File: src/mips_settings.svh
`ifndef MIPS_SETTINGS_SVH
`define MIPS_SETTINGS_SVH

// Datapath and address width
`define MIPS_XLEN 32

// Architectural register count
// Register 0 reads as zero
`define MIPS_NREGS 32

// First fetch address out of reset
`define MIPS_RESET_PC 32'h0000_0000

`endif

File: src/mipsPkg.sv
`default_nettype none

package mipsPkg;

	// Controller states
	typedef enum logic [3:0] {
		fetch          = 4'd0,
		decode         = 4'd1,
		memAdr         = 4'd2,
		memRead        = 4'd3,
		memWriteback   = 4'd4,
		memWrite       = 4'd5,
		execute        = 4'd6,
		aluWriteback   = 4'd7,
		branch         = 4'd8,
		itypeExecute   = 4'd9,
		itypeWriteback = 4'd10,
		jump           = 4'd11
	} ctrlState;

	// Primary opcode field in instr[31:26]
	typedef enum logic [5:0] {
		rType = 6'd0,
		j     = 6'd2,
		beq   = 6'd4,
		addi  = 6'd8,
		lw    = 6'd35,
		sw    = 6'd43
	} opcode;

	// R-type funct field in instr[5:0]
	typedef enum logic [5:0] {
		functAdd = 6'h20,
		functSub = 6'h22,
		functAnd = 6'h24,
		functOr  = 6'h25,
		functSlt = 6'h2a
	} functCode;

	// Operation class from the FSM to the ALU decoder
	typedef enum logic [1:0] {
		addOp   = 2'b00,
		subOp   = 2'b01,
		functOp = 2'b10
	} aluOpClass;

	// ALU function select in the classic MIPS encoding
	typedef enum logic [3:0] {
		aluAnd = 4'd0,
		aluOr  = 4'd1,
		aluAdd = 4'd2,
		aluSub = 4'd6,
		aluSlt = 4'd7
	} aluCtrl;

endpackage

`default_nettype wire

File: src/alu.sv
`timescale 1ns/10ps
`include "mips_settings.svh"
`default_nettype none

module alu (
	input wire [`MIPS_XLEN-1:0] a,
	input wire [`MIPS_XLEN-1:0] b,
	input wire mipsPkg::aluCtrl aluControl,
	output logic [`MIPS_XLEN-1:0] result,
	output logic zero
);

	// Signed compare for slt
	logic lessThan;

	assign lessThan = $signed(a) < $signed(b);

	always_comb begin
		case (aluControl)
			mipsPkg::aluAnd: begin
				result = a & b;
			end
			mipsPkg::aluOr: begin
				result = a | b;
			end
			mipsPkg::aluAdd: begin
				result = a + b;
			end
			mipsPkg::aluSub: begin
				result = a - b;
			end
			// One in bit 0, zeros above
			mipsPkg::aluSlt: begin
				result = {{(`MIPS_XLEN-1){1'b0}}, lessThan};
			end
			default: begin
				result = a + b;
			end
		endcase
	end

	// Equality flag for beq
	assign zero = (result == '0);

endmodule

`default_nettype wire

File: src/aluDecoder.sv
`timescale 1ns/10ps
`default_nettype none

module aluDecoder (
	input wire mipsPkg::aluOpClass aluOp,
	input wire [5:0] funct,
	output mipsPkg::aluCtrl aluControl
);

	// Second-level decode of the ALU function
	always_comb begin
		// Address and addi work is an add
		aluControl = mipsPkg::aluAdd;
		case (aluOp)
			mipsPkg::addOp: begin
				aluControl = mipsPkg::aluAdd;
			end
			// beq compares by subtracting
			mipsPkg::subOp: begin
				aluControl = mipsPkg::aluSub;
			end
			// R-type, funct picks the operation
			mipsPkg::functOp: begin
				case (funct)
					mipsPkg::functAdd: aluControl = mipsPkg::aluAdd;
					mipsPkg::functSub: aluControl = mipsPkg::aluSub;
					mipsPkg::functAnd: aluControl = mipsPkg::aluAnd;
					mipsPkg::functOr:  aluControl = mipsPkg::aluOr;
					mipsPkg::functSlt: aluControl = mipsPkg::aluSlt;
					// Unknown funct falls back to add
					default:           aluControl = mipsPkg::aluAdd;
				endcase
			end
			default: begin
				aluControl = mipsPkg::aluAdd;
			end
		endcase
	end

endmodule

`default_nettype wire

File: src/controlUnit.sv
`timescale 1ns/10ps
`default_nettype none

module controlUnit (
	input wire cclk,
	input wire rstb,
	input wire [5:0] opcode,
	input wire [5:0] funct,
	// Mux selects
	output logic iOrD,
	output logic memToReg,
	output logic regDst,
	output logic aluSrcA,
	output logic [1:0] aluSrcB,
	output logic [1:0] pcSrc,
	// Register and memory enables
	output logic irWrite,
	output logic pcWrite,
	output logic branch,
	output logic regWrite,
	output logic memWrite,
	output mipsPkg::aluCtrl aluControl
);

	mipsPkg::ctrlState state;
	mipsPkg::ctrlState nextState;
	mipsPkg::aluOpClass aluOp;

	aluDecoder aluDecoder_i (
		.aluOp      (aluOp),
		.funct      (funct),
		.aluControl (aluControl)
	);

	// State register
	always_ff @(posedge cclk) begin
		if (!rstb) begin
			state <= mipsPkg::fetch;
		end else begin
			state <= nextState;
		end
	end

	// Transition graph
	always_comb begin
		// Last state of every path goes back to fetch
		nextState = mipsPkg::fetch;
		case (state)
			mipsPkg::fetch: nextState = mipsPkg::decode;
			mipsPkg::decode: begin
				case (opcode)
					mipsPkg::lw, mipsPkg::sw: nextState = mipsPkg::memAdr;
					mipsPkg::rType:           nextState = mipsPkg::execute;
					mipsPkg::beq:             nextState = mipsPkg::branch;
					mipsPkg::addi:            nextState = mipsPkg::itypeExecute;
					mipsPkg::j:               nextState = mipsPkg::jump;
					// Unknown opcode, skip the word
					default:                  nextState = mipsPkg::fetch;
				endcase
			end
			// Load or store split
			mipsPkg::memAdr: begin
				if (opcode == mipsPkg::lw) begin
					nextState = mipsPkg::memRead;
				end else if (opcode == mipsPkg::sw) begin
					nextState = mipsPkg::memWrite;
				end
			end
			mipsPkg::memRead:      nextState = mipsPkg::memWriteback;
			mipsPkg::execute:      nextState = mipsPkg::aluWriteback;
			mipsPkg::itypeExecute: nextState = mipsPkg::itypeWriteback;
			default:               nextState = mipsPkg::fetch;
		endcase
	end

	// Moore outputs, everything off unless the state says otherwise
	always_comb begin
		iOrD = 1'b0;
		memToReg = 1'b0;
		regDst = 1'b0;
		aluSrcA = 1'b0;
		aluSrcB = 2'b00;
		pcSrc = 2'b00;
		irWrite = 1'b0;
		pcWrite = 1'b0;
		branch = 1'b0;
		regWrite = 1'b0;
		memWrite = 1'b0;
		aluOp = mipsPkg::addOp;
		case (state)
			// Load IR from mem[PC] and step PC by 4
			mipsPkg::fetch: begin
				aluSrcB = 2'b01;
				irWrite = 1'b1;
				pcWrite = 1'b1;
			end
			// Precompute branch target into ALUOut
			mipsPkg::decode: begin
				aluSrcB = 2'b11;
			end
			// rs + imm, also used by addi
			mipsPkg::memAdr, mipsPkg::itypeExecute: begin
				aluSrcA = 1'b1;
				aluSrcB = 2'b10;
			end
			mipsPkg::memRead: begin
				iOrD = 1'b1;
			end
			// MDR into rt
			mipsPkg::memWriteback: begin
				memToReg = 1'b1;
				regWrite = 1'b1;
			end
			mipsPkg::memWrite: begin
				iOrD = 1'b1;
				memWrite = 1'b1;
			end
			mipsPkg::execute: begin
				aluSrcA = 1'b1;
				aluOp = mipsPkg::functOp;
			end
			// ALUOut into rd
			mipsPkg::aluWriteback: begin
				regDst = 1'b1;
				regWrite = 1'b1;
			end
			// rs - rt, PC takes ALUOut on zero
			mipsPkg::branch: begin
				aluSrcA = 1'b1;
				aluOp = mipsPkg::subOp;
				pcSrc = 2'b01;
				branch = 1'b1;
			end
			// ALUOut into rt
			mipsPkg::itypeWriteback: begin
				regWrite = 1'b1;
			end
			mipsPkg::jump: begin
				pcSrc = 2'b10;
				pcWrite = 1'b1;
			end
			default: begin
				aluOp = mipsPkg::addOp;
			end
		endcase
	end

endmodule

`default_nettype wire

File: src/mipsCore.sv
`timescale 1ns/10ps
`include "mips_settings.svh"
`default_nettype none

module mipsCore (
	input wire cclk,
	input wire rstb,
	// Shared instruction and data port
	output logic [`MIPS_XLEN-1:0] memAddr,
	output logic [`MIPS_XLEN-1:0] memWData,
	output logic memWrite,
	input wire [`MIPS_XLEN-1:0] memRData
);

	// Controller to datapath
	wire iOrD;
	wire memToReg;
	wire regDst;
	wire aluSrcA;
	wire [1:0] aluSrcB;
	wire [1:0] pcSrc;
	wire irWrite;
	wire pcWrite;
	wire branch;
	wire regWrite;
	mipsPkg::aluCtrl aluControl;

	// Datapath back to controller
	wire [5:0] opcode;
	wire [5:0] funct;

	controlUnit controlUnit_i (
		.cclk       (cclk),
		.rstb       (rstb),
		.opcode     (opcode),
		.funct      (funct),
		.iOrD       (iOrD),
		.memToReg   (memToReg),
		.regDst     (regDst),
		.aluSrcA    (aluSrcA),
		.aluSrcB    (aluSrcB),
		.pcSrc      (pcSrc),
		.irWrite    (irWrite),
		.pcWrite    (pcWrite),
		.branch     (branch),
		.regWrite   (regWrite),
		.memWrite   (memWrite),
		.aluControl (aluControl)
	);

	multicycleDatapath multicycleDatapath_i (
		.cclk       (cclk),
		.rstb       (rstb),
		.iOrD       (iOrD),
		.memToReg   (memToReg),
		.regDst     (regDst),
		.aluSrcA    (aluSrcA),
		.aluSrcB    (aluSrcB),
		.pcSrc      (pcSrc),
		.irWrite    (irWrite),
		.pcWrite    (pcWrite),
		.branch     (branch),
		.regWrite   (regWrite),
		.aluControl (aluControl),
		.memRData   (memRData),
		.memAddr    (memAddr),
		.memWData   (memWData),
		.opcode     (opcode),
		.funct      (funct)
	);

endmodule

`default_nettype wire

File: src/multicycleDatapath.sv
`timescale 1ns/10ps
`include "mips_settings.svh"
`default_nettype none

module multicycleDatapath (
	input wire cclk,
	input wire rstb,
	// Mux selects
	input wire iOrD,
	input wire memToReg,
	input wire regDst,
	input wire aluSrcA,
	input wire [1:0] aluSrcB,
	input wire [1:0] pcSrc,
	// Register enables
	input wire irWrite,
	input wire pcWrite,
	input wire branch,
	input wire regWrite,
	input wire mipsPkg::aluCtrl aluControl,
	// Shared memory port
	input wire [`MIPS_XLEN-1:0] memRData,
	output logic [`MIPS_XLEN-1:0] memAddr,
	output logic [`MIPS_XLEN-1:0] memWData,
	// Instruction fields back to the FSM
	output logic [5:0] opcode,
	output logic [5:0] funct
);

	// Architectural and internal registers
	logic [`MIPS_XLEN-1:0] pc;
	logic [`MIPS_XLEN-1:0] instr;
	logic [`MIPS_XLEN-1:0] mdr;
	logic [`MIPS_XLEN-1:0] aReg;
	logic [`MIPS_XLEN-1:0] bReg;
	logic [`MIPS_XLEN-1:0] aluOut;

	logic [`MIPS_XLEN-1:0] rd1;
	logic [`MIPS_XLEN-1:0] rd2;
	logic [`MIPS_XLEN-1:0] srcA;
	logic [`MIPS_XLEN-1:0] srcB;
	logic [`MIPS_XLEN-1:0] aluResult;
	logic [`MIPS_XLEN-1:0] signImm;
	logic [`MIPS_XLEN-1:0] pcNext;
	logic [`MIPS_XLEN-1:0] writeData;
	logic [4:0] writeReg;
	logic zero;
	logic pcEn;

	// Program counter
	always_ff @(posedge cclk) begin
		if (!rstb) begin
			pc <= `MIPS_RESET_PC;
		end else if (pcEn) begin
			pc <= pcNext;
		end
	end

	// IR loads in fetch only
	// MDR, A, B and ALUOut load every cycle
	always_ff @(posedge cclk) begin
		if (irWrite) begin
			instr <= memRData;
		end
		mdr <= memRData;
		aReg <= rd1;
		bReg <= rd2;
		aluOut <= aluResult;
	end

	assign opcode = instr[31:26];
	assign funct = instr[5:0];

	// Instruction or data address
	assign memAddr = iOrD ? aluOut : pc;
	// sw data comes from rt
	assign memWData = bReg;

	// rd for R-type, rt for lw and addi
	assign writeReg = regDst ? instr[15:11] : instr[20:16];
	assign writeData = memToReg ? mdr : aluOut;

	regFile regFile_i (
		.cclk (cclk),
		.rstb (rstb),
		.ra1  (instr[25:21]),
		.ra2  (instr[20:16]),
		.wa   (writeReg),
		.we   (regWrite),
		.wd   (writeData),
		.rd1  (rd1),
		.rd2  (rd2)
	);

	// All kept immediates are sign-extended
	assign signImm = {{(`MIPS_XLEN-16){instr[15]}}, instr[15:0]};

	// Operand A is PC or rs
	assign srcA = aluSrcA ? aReg : pc;

	// Operand B is rt, 4, imm or imm*4 for branch offsets
	always_comb begin
		case (aluSrcB)
			2'b00:   srcB = bReg;
			2'b01:   srcB = `MIPS_XLEN'd4;
			2'b10:   srcB = signImm;
			default: srcB = {signImm[`MIPS_XLEN-3:0], 2'b00};
		endcase
	end

	alu alu_i (
		.a          (srcA),
		.b          (srcB),
		.aluControl (aluControl),
		.result     (aluResult),
		.zero       (zero)
	);

	// Next PC
	// PC+4 straight off the ALU, branch target held in ALUOut, or jump
	always_comb begin
		case (pcSrc)
			2'b00:   pcNext = aluResult;
			2'b01:   pcNext = aluOut;
			2'b10:   pcNext = {pc[`MIPS_XLEN-1:28], instr[25:0], 2'b00};
			default: pcNext = aluResult;
		endcase
	end

	// Taken beq needs rs == rt
	assign pcEn = pcWrite | (branch & zero);

endmodule

`default_nettype wire

File: src/regFile.sv
`timescale 1ns/10ps
`include "mips_settings.svh"
`default_nettype none

module regFile (
	input wire cclk,
	input wire rstb,
	input wire [$clog2(`MIPS_NREGS)-1:0] ra1,
	input wire [$clog2(`MIPS_NREGS)-1:0] ra2,
	input wire [$clog2(`MIPS_NREGS)-1:0] wa,
	input wire we,
	input wire [`MIPS_XLEN-1:0] wd,
	output logic [`MIPS_XLEN-1:0] rd1,
	output logic [`MIPS_XLEN-1:0] rd2
);

	logic [`MIPS_XLEN-1:0] regs [`MIPS_NREGS];

	// Single write port, writes to r0 dropped
	always_ff @(posedge cclk) begin
		if (!rstb) begin
			for (int i = 0; i < `MIPS_NREGS; i++) begin
				regs[i] <= '0;
			end
		end else if (we && (wa != '0)) begin
			regs[wa] <= wd;
		end
	end

	// Combinational reads
	// r0 forced to zero
	assign rd1 = (ra1 == '0) ? '0 : regs[ra1];
	assign rd2 = (ra2 == '0) ? '0 : regs[ra2];

endmodule

`default_nettype wire

File: config.mk
export PLATFORM = sky130hd
export DESIGN_NAME = mipsCore
export DESIGN_NICKNAME = d
export VERILOG_FILES = /design/src/mipsPkg.sv /design/src/alu.sv /design/src/aluDecoder.sv /design/src/controlUnit.sv /design/src/mipsCore.sv /design/src/multicycleDatapath.sv /design/src/regFile.sv
export VERILOG_INCLUDE_DIRS = /design/src
export SDC_FILE = /design/constraint.sdc
export NUM_CORES = 2
export LEC_CHECK = 0
export BUFFER_PORTS_ARGS = -buffer_cell sky130_fd_sc_hd__buf_2
export CAP_MARGIN = 10
export CORE_MARGIN = 10
export CORE_UTILIZATION = 39
export CTS_CLUSTER_DIAMETER = 30
export DETAILED_ROUTE_END_ITERATION = 8
export PLACE_DENSITY = 0.66
export SYNTH_ARGS = -nofsm -noshare
export SYNTH_HDL_FRONTEND = slang
export SYNTH_SLANG_ARGS = --single-unit
File: constraint.sdc
create_clock -name cclk -period 5.8 [get_ports cclk]
set_clock_uncertainty 0.2 [all_clocks]
set_input_delay 1.16 -clock cclk [delete_from_list [all_inputs] [get_ports cclk]]
set_output_delay 1.16 -clock cclk [all_outputs]
set_load 0.005 [all_outputs]
* Yosys cells after proc, flatten, opt, wreduce, memory -nomap -nowiden
Memories as Yosys holds them, arrays and structs flattened. A register that Yosys moved wholly into a read port is not among the register bits.
Cells that the tools add are included.
** Cells by class
- $add $sub $neg :: 2
- Order comparisons :: 1
- Equality and inequality tests :: 29
- Multiplexer cells :: 32
- Bitwise gates (word level) :: 5
- Reductions and logical operators :: 17
** Operators with widths (number)
- 32-bit 2-to-1 mux :: 4
- 32-bit case mux with 4 select lines :: 1
- 32-bit case mux with 3 select lines :: 1
- 32-bit case mux with 2 select lines :: 1
- 6-bit == test, second input constant :: 6
- 32-bit adder :: 1
- 32-bit AND :: 1
- 32-bit zero test :: 1
- 32-bit < comparator :: 1
- 32-bit OR :: 1
- 32-bit OR reduction :: 1
- 32-bit subtractor :: 1
- 4-bit case mux with 6 select lines :: 1
- 4-bit case mux with 5 select lines :: 1
- 4-bit by 3-bit == test with 1-bit output, second input constant :: 4
- 4-bit == test, second input constant :: 4
- 1-bit 2-to-1 mux :: 14
- 3-bit case mux with 4 select lines :: 1
- 5-bit zero test :: 2
- 5-bit 2-to-1 mux :: 2
- 4-bit by 2-bit == test with 1-bit output, second input constant :: 2
- 4-bit zero test :: 2
- 2-bit case mux with 2 select lines :: 2
- 2-bit OR reduction :: 4
- 22 further kinds :: 27
** Word-level totals
- Bits in registers :: 132
- Bits in writable memories :: 1024
- Input port bits :: 34
- Word-level logic and storage cells :: 93
- Memories :: 1
** Memory list
- multicycleDatapath_i.regFile_i.regs :: words 32, bits a word 32, rd ports 2, clocked after Yosys merged registers in 2, wr ports 32, RTL line regFile.sv:17 : logic [`MIPS_XLEN-1:0] regs [`MIPS_NREGS];

* Logic depth before layout (Yosys ltp)
- Word-level depth :: 11
- Mapped depth :: 26

* Modules after synthesis
Synthesis repeated with hierarchy kept, for this count alone.
** Second synthesis, totals
- Cell total of the unflattened synthesis :: 4960
- Area, all modules :: 67220.7 sq um
** By module, submodules not included
- regFile :: instances 1, cells each 3509, area an instance 54204.5 sq um, sequential area each 30749.5 sq um
- multicycleDatapath :: instances 1, cells each 562, area an instance 7064.3 sq um, sequential area each 4164.0 sq um
- alu :: instances 1, cells each 810, area an instance 5355.1 sq um, sequential area each 0.0 sq um
- controlUnit :: instances 1, cells each 62, area an instance 466.7 sq um, sequential area each 80.1 sq um
- aluDecoder :: instances 1, cells each 17, area an instance 130.1 sq um, sequential area each 0.0 sq um

* Worst setup path after synthesis
OpenSTA, ideal clock, no wires.
- Path type :: register to register
- Start point :: register controlUnit_i.state[0]
- End point :: register multicycleDatapath_i.pc[10]
- Setup time :: 0.123 ns
- Arrival :: 5.275 ns
- Data required time :: 5.477 ns
- Path slack :: 0.202 ns
- Stages on the path, launching flop included :: 25
- Buffers on the path :: 5
- Period minus slack after synthesis :: 5.598 ns
- Cell sequence :: dfxtp_1 > buf_1 > nand2_1 > nor2_1 > a21oi_1 > nor2_1 > nand2b_1 > clkbuf_1 > buf_1 > mux2_2 > ha_1 > fa_1 > a211oi_1 > o211ai_1 > a21oi_1 > a21oi_1 > a221oi_1 > o22ai_1 > nor4b_1 > nand4_1 > nor4_2 > a21oi_1 > buf_6 > buf_6 > mux2i_1
** On the way
- Word-level cells in the longest chain between the ends :: 10
- Elaborated cells on any way between the ends :: 40
- Those cells by class :: add/sub (2); order compare (1); eq/ne (15); mux (11); bitwise (4); reduce/logical (7)
** RTL lines
- from (decl) :: RTL line controlUnit.sv:25 : mipsPkg::ctrlState state;
- from (signal assigned) :: RTL line controlUnit.sv:38 : state <= mipsPkg::fetch;
- from (signal assigned) :: RTL line controlUnit.sv:40 : state <= nextState;
- 4-bit by 2-bit == test with 1-bit output / 4-bit == test (equally long branches) :: RTL line controlUnit.sv:90 : case (state)
- 2-bit OR reduction :: RTL line controlUnit.sv:90
- 2-bit case mux with 3 select lines :: RTL line controlUnit.sv:90
- 2-bit == test, or another cell as far along :: RTL line multicycleDatapath.sv:103 : case (aluSrcB)
- 32-bit case mux with 3 select lines :: RTL line multicycleDatapath.sv:103
- 32-bit adder, or another cell as far along :: RTL line alu.sv:27, alu.sv:37
- 32-bit case mux with 4 select lines (*) :: RTL line alu.sv:19 : case (aluControl)
- via multicycleDatapath_i.aluResult[16] :: RTL line multicycleDatapath.sv:42 : logic [`MIPS_XLEN-1:0] aluResult;
- 32-bit zero test (*) :: RTL line alu.sv:43 : assign zero = (result == '0);
- 1-bit AND (*) :: RTL line multicycleDatapath.sv:131 : assign pcEn = pcWrite | (branch & zero);
- 1-bit OR (*) :: RTL line multicycleDatapath.sv:131
- to (signal assigned) :: RTL line multicycleDatapath.sv:53 : pc <= `MIPS_RESET_PC;
- to (signal assigned) :: RTL line multicycleDatapath.sv:55 : pc <= pcNext;
- to (decl) :: RTL line multicycleDatapath.sv:31 : logic [`MIPS_XLEN-1:0] pc;
The timed path passes the listed nets; every way through them passes the cells marked *.
A chain may end at the register's enable or synchronous reset.

* Worst setup path after layout
- Start point :: register controlUnit_i.state[2]
- End point :: register multicycleDatapath_i.pc[4]
The elaborated chain is that of the path after synthesis.

==> impl_metrics.py <==
metrics = {
    "synth": {
        "mappedNetlistArea_sq_mm": 0.06446,
        "syn_avg_cell_area_sq_um": 13.20,
        "async_flop_share_pct": 0,
        "synth_flop_cell": "edfxtp_1",
        "synthCells": 4883,
        "synth-seq-cells": 1220,
        "yosys.cell_types.count": 85,
        "seq_area_frac_synth_pct": 54.29,
        "synth_edf_count": 1056,
        "ys_warn_count": 0,
    },
    "placement": {
        "portBuffers": 98,
        "gp_congestion": 0.9222,
        "hpwlAfterDp_mm": 143.7,
        "dp_slack_ns": -0.1707,
    },
    "timing": {
        "report.final.slew_viol_count": 0,
        "timing.fmax_ghz": 0.1795,
        "layout_min_cycle_time_ns": 5.570,
        "worst_slack_ns": 0.2300,
        "relSlewSlack_pct": 11.92,
        "fin_crit_sh_pct": 96.03,
        "holdWs_ns": 0.2443,
        "worst_pin_slew_ns": 1.321,
        "setup_viol": 0,
        "hold_viol": 0,
    },
    "run": {
        "drv_cap": 0,
    },
    "setup_path": {
        "crit_path_max_fanout": 18,
        "crit_required_ns": 6.30,
        "critPathCaptureType": "register",
        "worstPathArrival_ns": 6.07,
        "cp-start-kind": "register",
        "r2r_setup_slack_ns": 0.23,
        "setup.worst_path.class": "register to register",
    },
    "cts": {
        "clk_path_buf_depth": 3,
        "clk_latency_ns": 0.84,
        "htree_num_levels": 4,
        "cts_tree": "built",
        "cts-root-buf": "clkbuf_16",
        "numCtsBuffers": 233,
        "clk_pin_slew_ns": 0.05,
        "cts_sinks": 1220,
    },
    "detailed_routing": {
        "routed_wl_mm": 226.8,
        "viasPerCell": 6.255,
        "drc": 0,
        "antenna_left": 0,
        "routed-via-count": 46590,
        "drtIter0Drc": 6265,
        "wl_per_cell_microns": 30.44,
        "drt_pre_antenna_iters": 6,
    },
    "floorplanning": {
        "dieArea_sq_mm": 0.1819,
        "start_util_pct": 39.16,
        "io_pins": 99,
        "die_w_microns": 426.6,
        "core_area_sq_mm": 0.1646,
        "fp.dieH_microns": 426.6,
        "rows": 149,
    },
    "run_status": {
        "status": "finished clean",
    },
    "grt": {
        "grt_use_total_pct": 24.36,
        "grt_overflow": 0,
        "antenna_found_initial": 12,
        "grt_max_degree": 120,
        "grt_pass1_vias": 46780,
        "grt_first_pass_wirelength_mm": 325.4,
    },
    "final_layout": {
        "nets": 5186,
        "layout_commonest_cell": "nor2_1",
        "final_cell_mix": "nor2_1 (1,130), edfxtp_1 (1,056), mux4_2 (559)",
        "seq_area_sq_mm": 0.03500,
        "drive_above_1_share_pct": 29.33,
        "synthToLayoutAreaGrowth_pct": 19.70,
        "nFillCells": 14110,
        "multi_input_area_sq_mm": 0.02814,
    },
    "power_and_ir_drop": {
        "power.density_mw_per_mm2": 398.2,
        "leakagePower_nw": 27.70,
        "vdd_drop_max_v": 0.0002911,
    },
    "hold_path": {
        "min_path_type": "input pin to register",
    },
}
==> what timing repair did <==
item	4_1_cts	5_1_grt
pin swaps	0	9
resized for setup	4	40
buffers inserted	0	5
hold buffers	0	0
setup endpoints to repair	32	32
==> registers in the layout, summed over array words and instances (netlist names) <==
| name | count |
|---|---|
| multicycleDatapath_i.regFile_i.regs | 1024 |
| multicycleDatapath_i.aReg | 32 |
| multicycleDatapath_i.aluOut | 32 |
| multicycleDatapath_i.instr | 32 |
| multicycleDatapath_i.mdr | 32 |
| multicycleDatapath_i.memWData | 32 |
| multicycleDatapath_i.pc | 32 |
| controlUnit_i.state | 4 |
==> power by group <==
part | leakage, nW | internal (W) | switching, W
Clock | 3.95 | 0.00919 | 0.00470
Sequential | 12.2 | 0.0101 | 0.000517
Combinational | 11.5 | 0.00229 | 0.00394
Total | 27.7 | 0.0216 | 0.00916
==> kinds of logic (layout without fill, tap and decap cells) <==
kind of cell | after synthesis | in the layout | synth area share, %
simple gates | 1539 | 1539 | 9.691
flops | 1220 | 1220 | 54.29
mux | 833 | 833 | 23.90
compound gates | 596 | 596 | 6.458
buf+inv | 574 | 917 | 3.408
fa+ha+maj | 103 | 103 | 2.023
xor+xnor | 17 | 17 | 0.2310
other cells | 1 | 35 | 0.005817
==> synth_stat cells, drive strengths merged, types with 69 or more instances <==
cell / count / area share, %
inv: 108 / 0.63
mux4: 559 / 20
clkbuf: 390 / 2.3
o21ai: 72 / 0.56
ha: 101 / 2.0
nand2: 202 / 1.2
nor3: 69 / 0.54
mux2i: 216 / 3.4
dfxtp: 164 / 5.1
edfxtp: 1056 / 49
a21oi: 167 / 1.3
nor2: 1132 / 6.6
buf: 74 / 0.50
==> layout make-up <==
cell class,count,area share [%]
Sequential cell,1220,45.36
Tap cell,2189,3.550
Clock inverter,164,2.515
Clock buffer,279,8.103
Inverter,110,0.5383
Antenna cell,3,0.009729
Multi-Input combinational cell,3120,36.47
Timing Repair Buffer,364,3.459
==> critical path, cell delays in order, from the launching register on <==
cell and delay [ns]:
dfxtp_1 0.32, nand2b_1 0.17, nor3_2 0.20, inv_1 0.11
ha_1 0.22, nand2b_2 0.13, buf_12 0.16, mux2_2 0.39
ha_2 0.32, buf_4 0.17, o211a_1 0.22, o31a_1 0.15
o211a_1 0.30, o41a_1 0.48, buf_4 0.19, a31oi_1 0.25
o211a_1 0.19, o21ai_1 0.08, or2_2 0.34, nor4_2 0.39
a21oi_4 0.14, buf_12 0.18, mux2i_1 0.13
==> path summary, 6_finish.rpt <==
path,start,endpoint,cells after the start
hold reg to reg,multicycleDatapath_i.pc[27],multicycleDatapath_i.pc[27],2
setup reg to reg,controlUnit_i.state[2],multicycleDatapath_i.pc[4],22
setup / recovery,controlUnit_i.state[2],multicycleDatapath_i.pc[4],22
hold / removal,memRData[16],multicycleDatapath_i.mdr[16],1
==> routing by layer <==
| metal | wire length [microns] | vias to the layer above | global-route usage [%] | part of all wire [%] |
|---|---|---|---|---|
| li1 | - | 19060 | - | - |
| met1 | 79920 | 23490 | 30.28 | 35 |
| met2 | 107000 | 3302 | 39.28 | 47 |
| met3 | 27300 | 736 | 6.332 | 12 |
| met4 | 12410 | 12 | 12.29 | 5.5 |
| met5 | 87 | - | 0 | 0.038 |
==> through the flow <==
step / total power (W) / std cells / utilization (%) / cell area (sq um) / TNS (ns)
floorplan: 0.01418 / 4914 / - / 64580 / 0
global placement: 0.01667 / 6996 / 41.74 / 68710 / -6.969
detailed placement: 0.01670 / 6996 / 41.74 / 68710 / -4.330
CTS: 0.03054 / 7439 / 46.72 / 76920 / 0
global route: 0.03159 / 7446 / 46.87 / 77150 / -0.6576
finish: 0.03072 / 7449 / 46.87 / 77160 / 0
(Power assumes the default switching activity.)
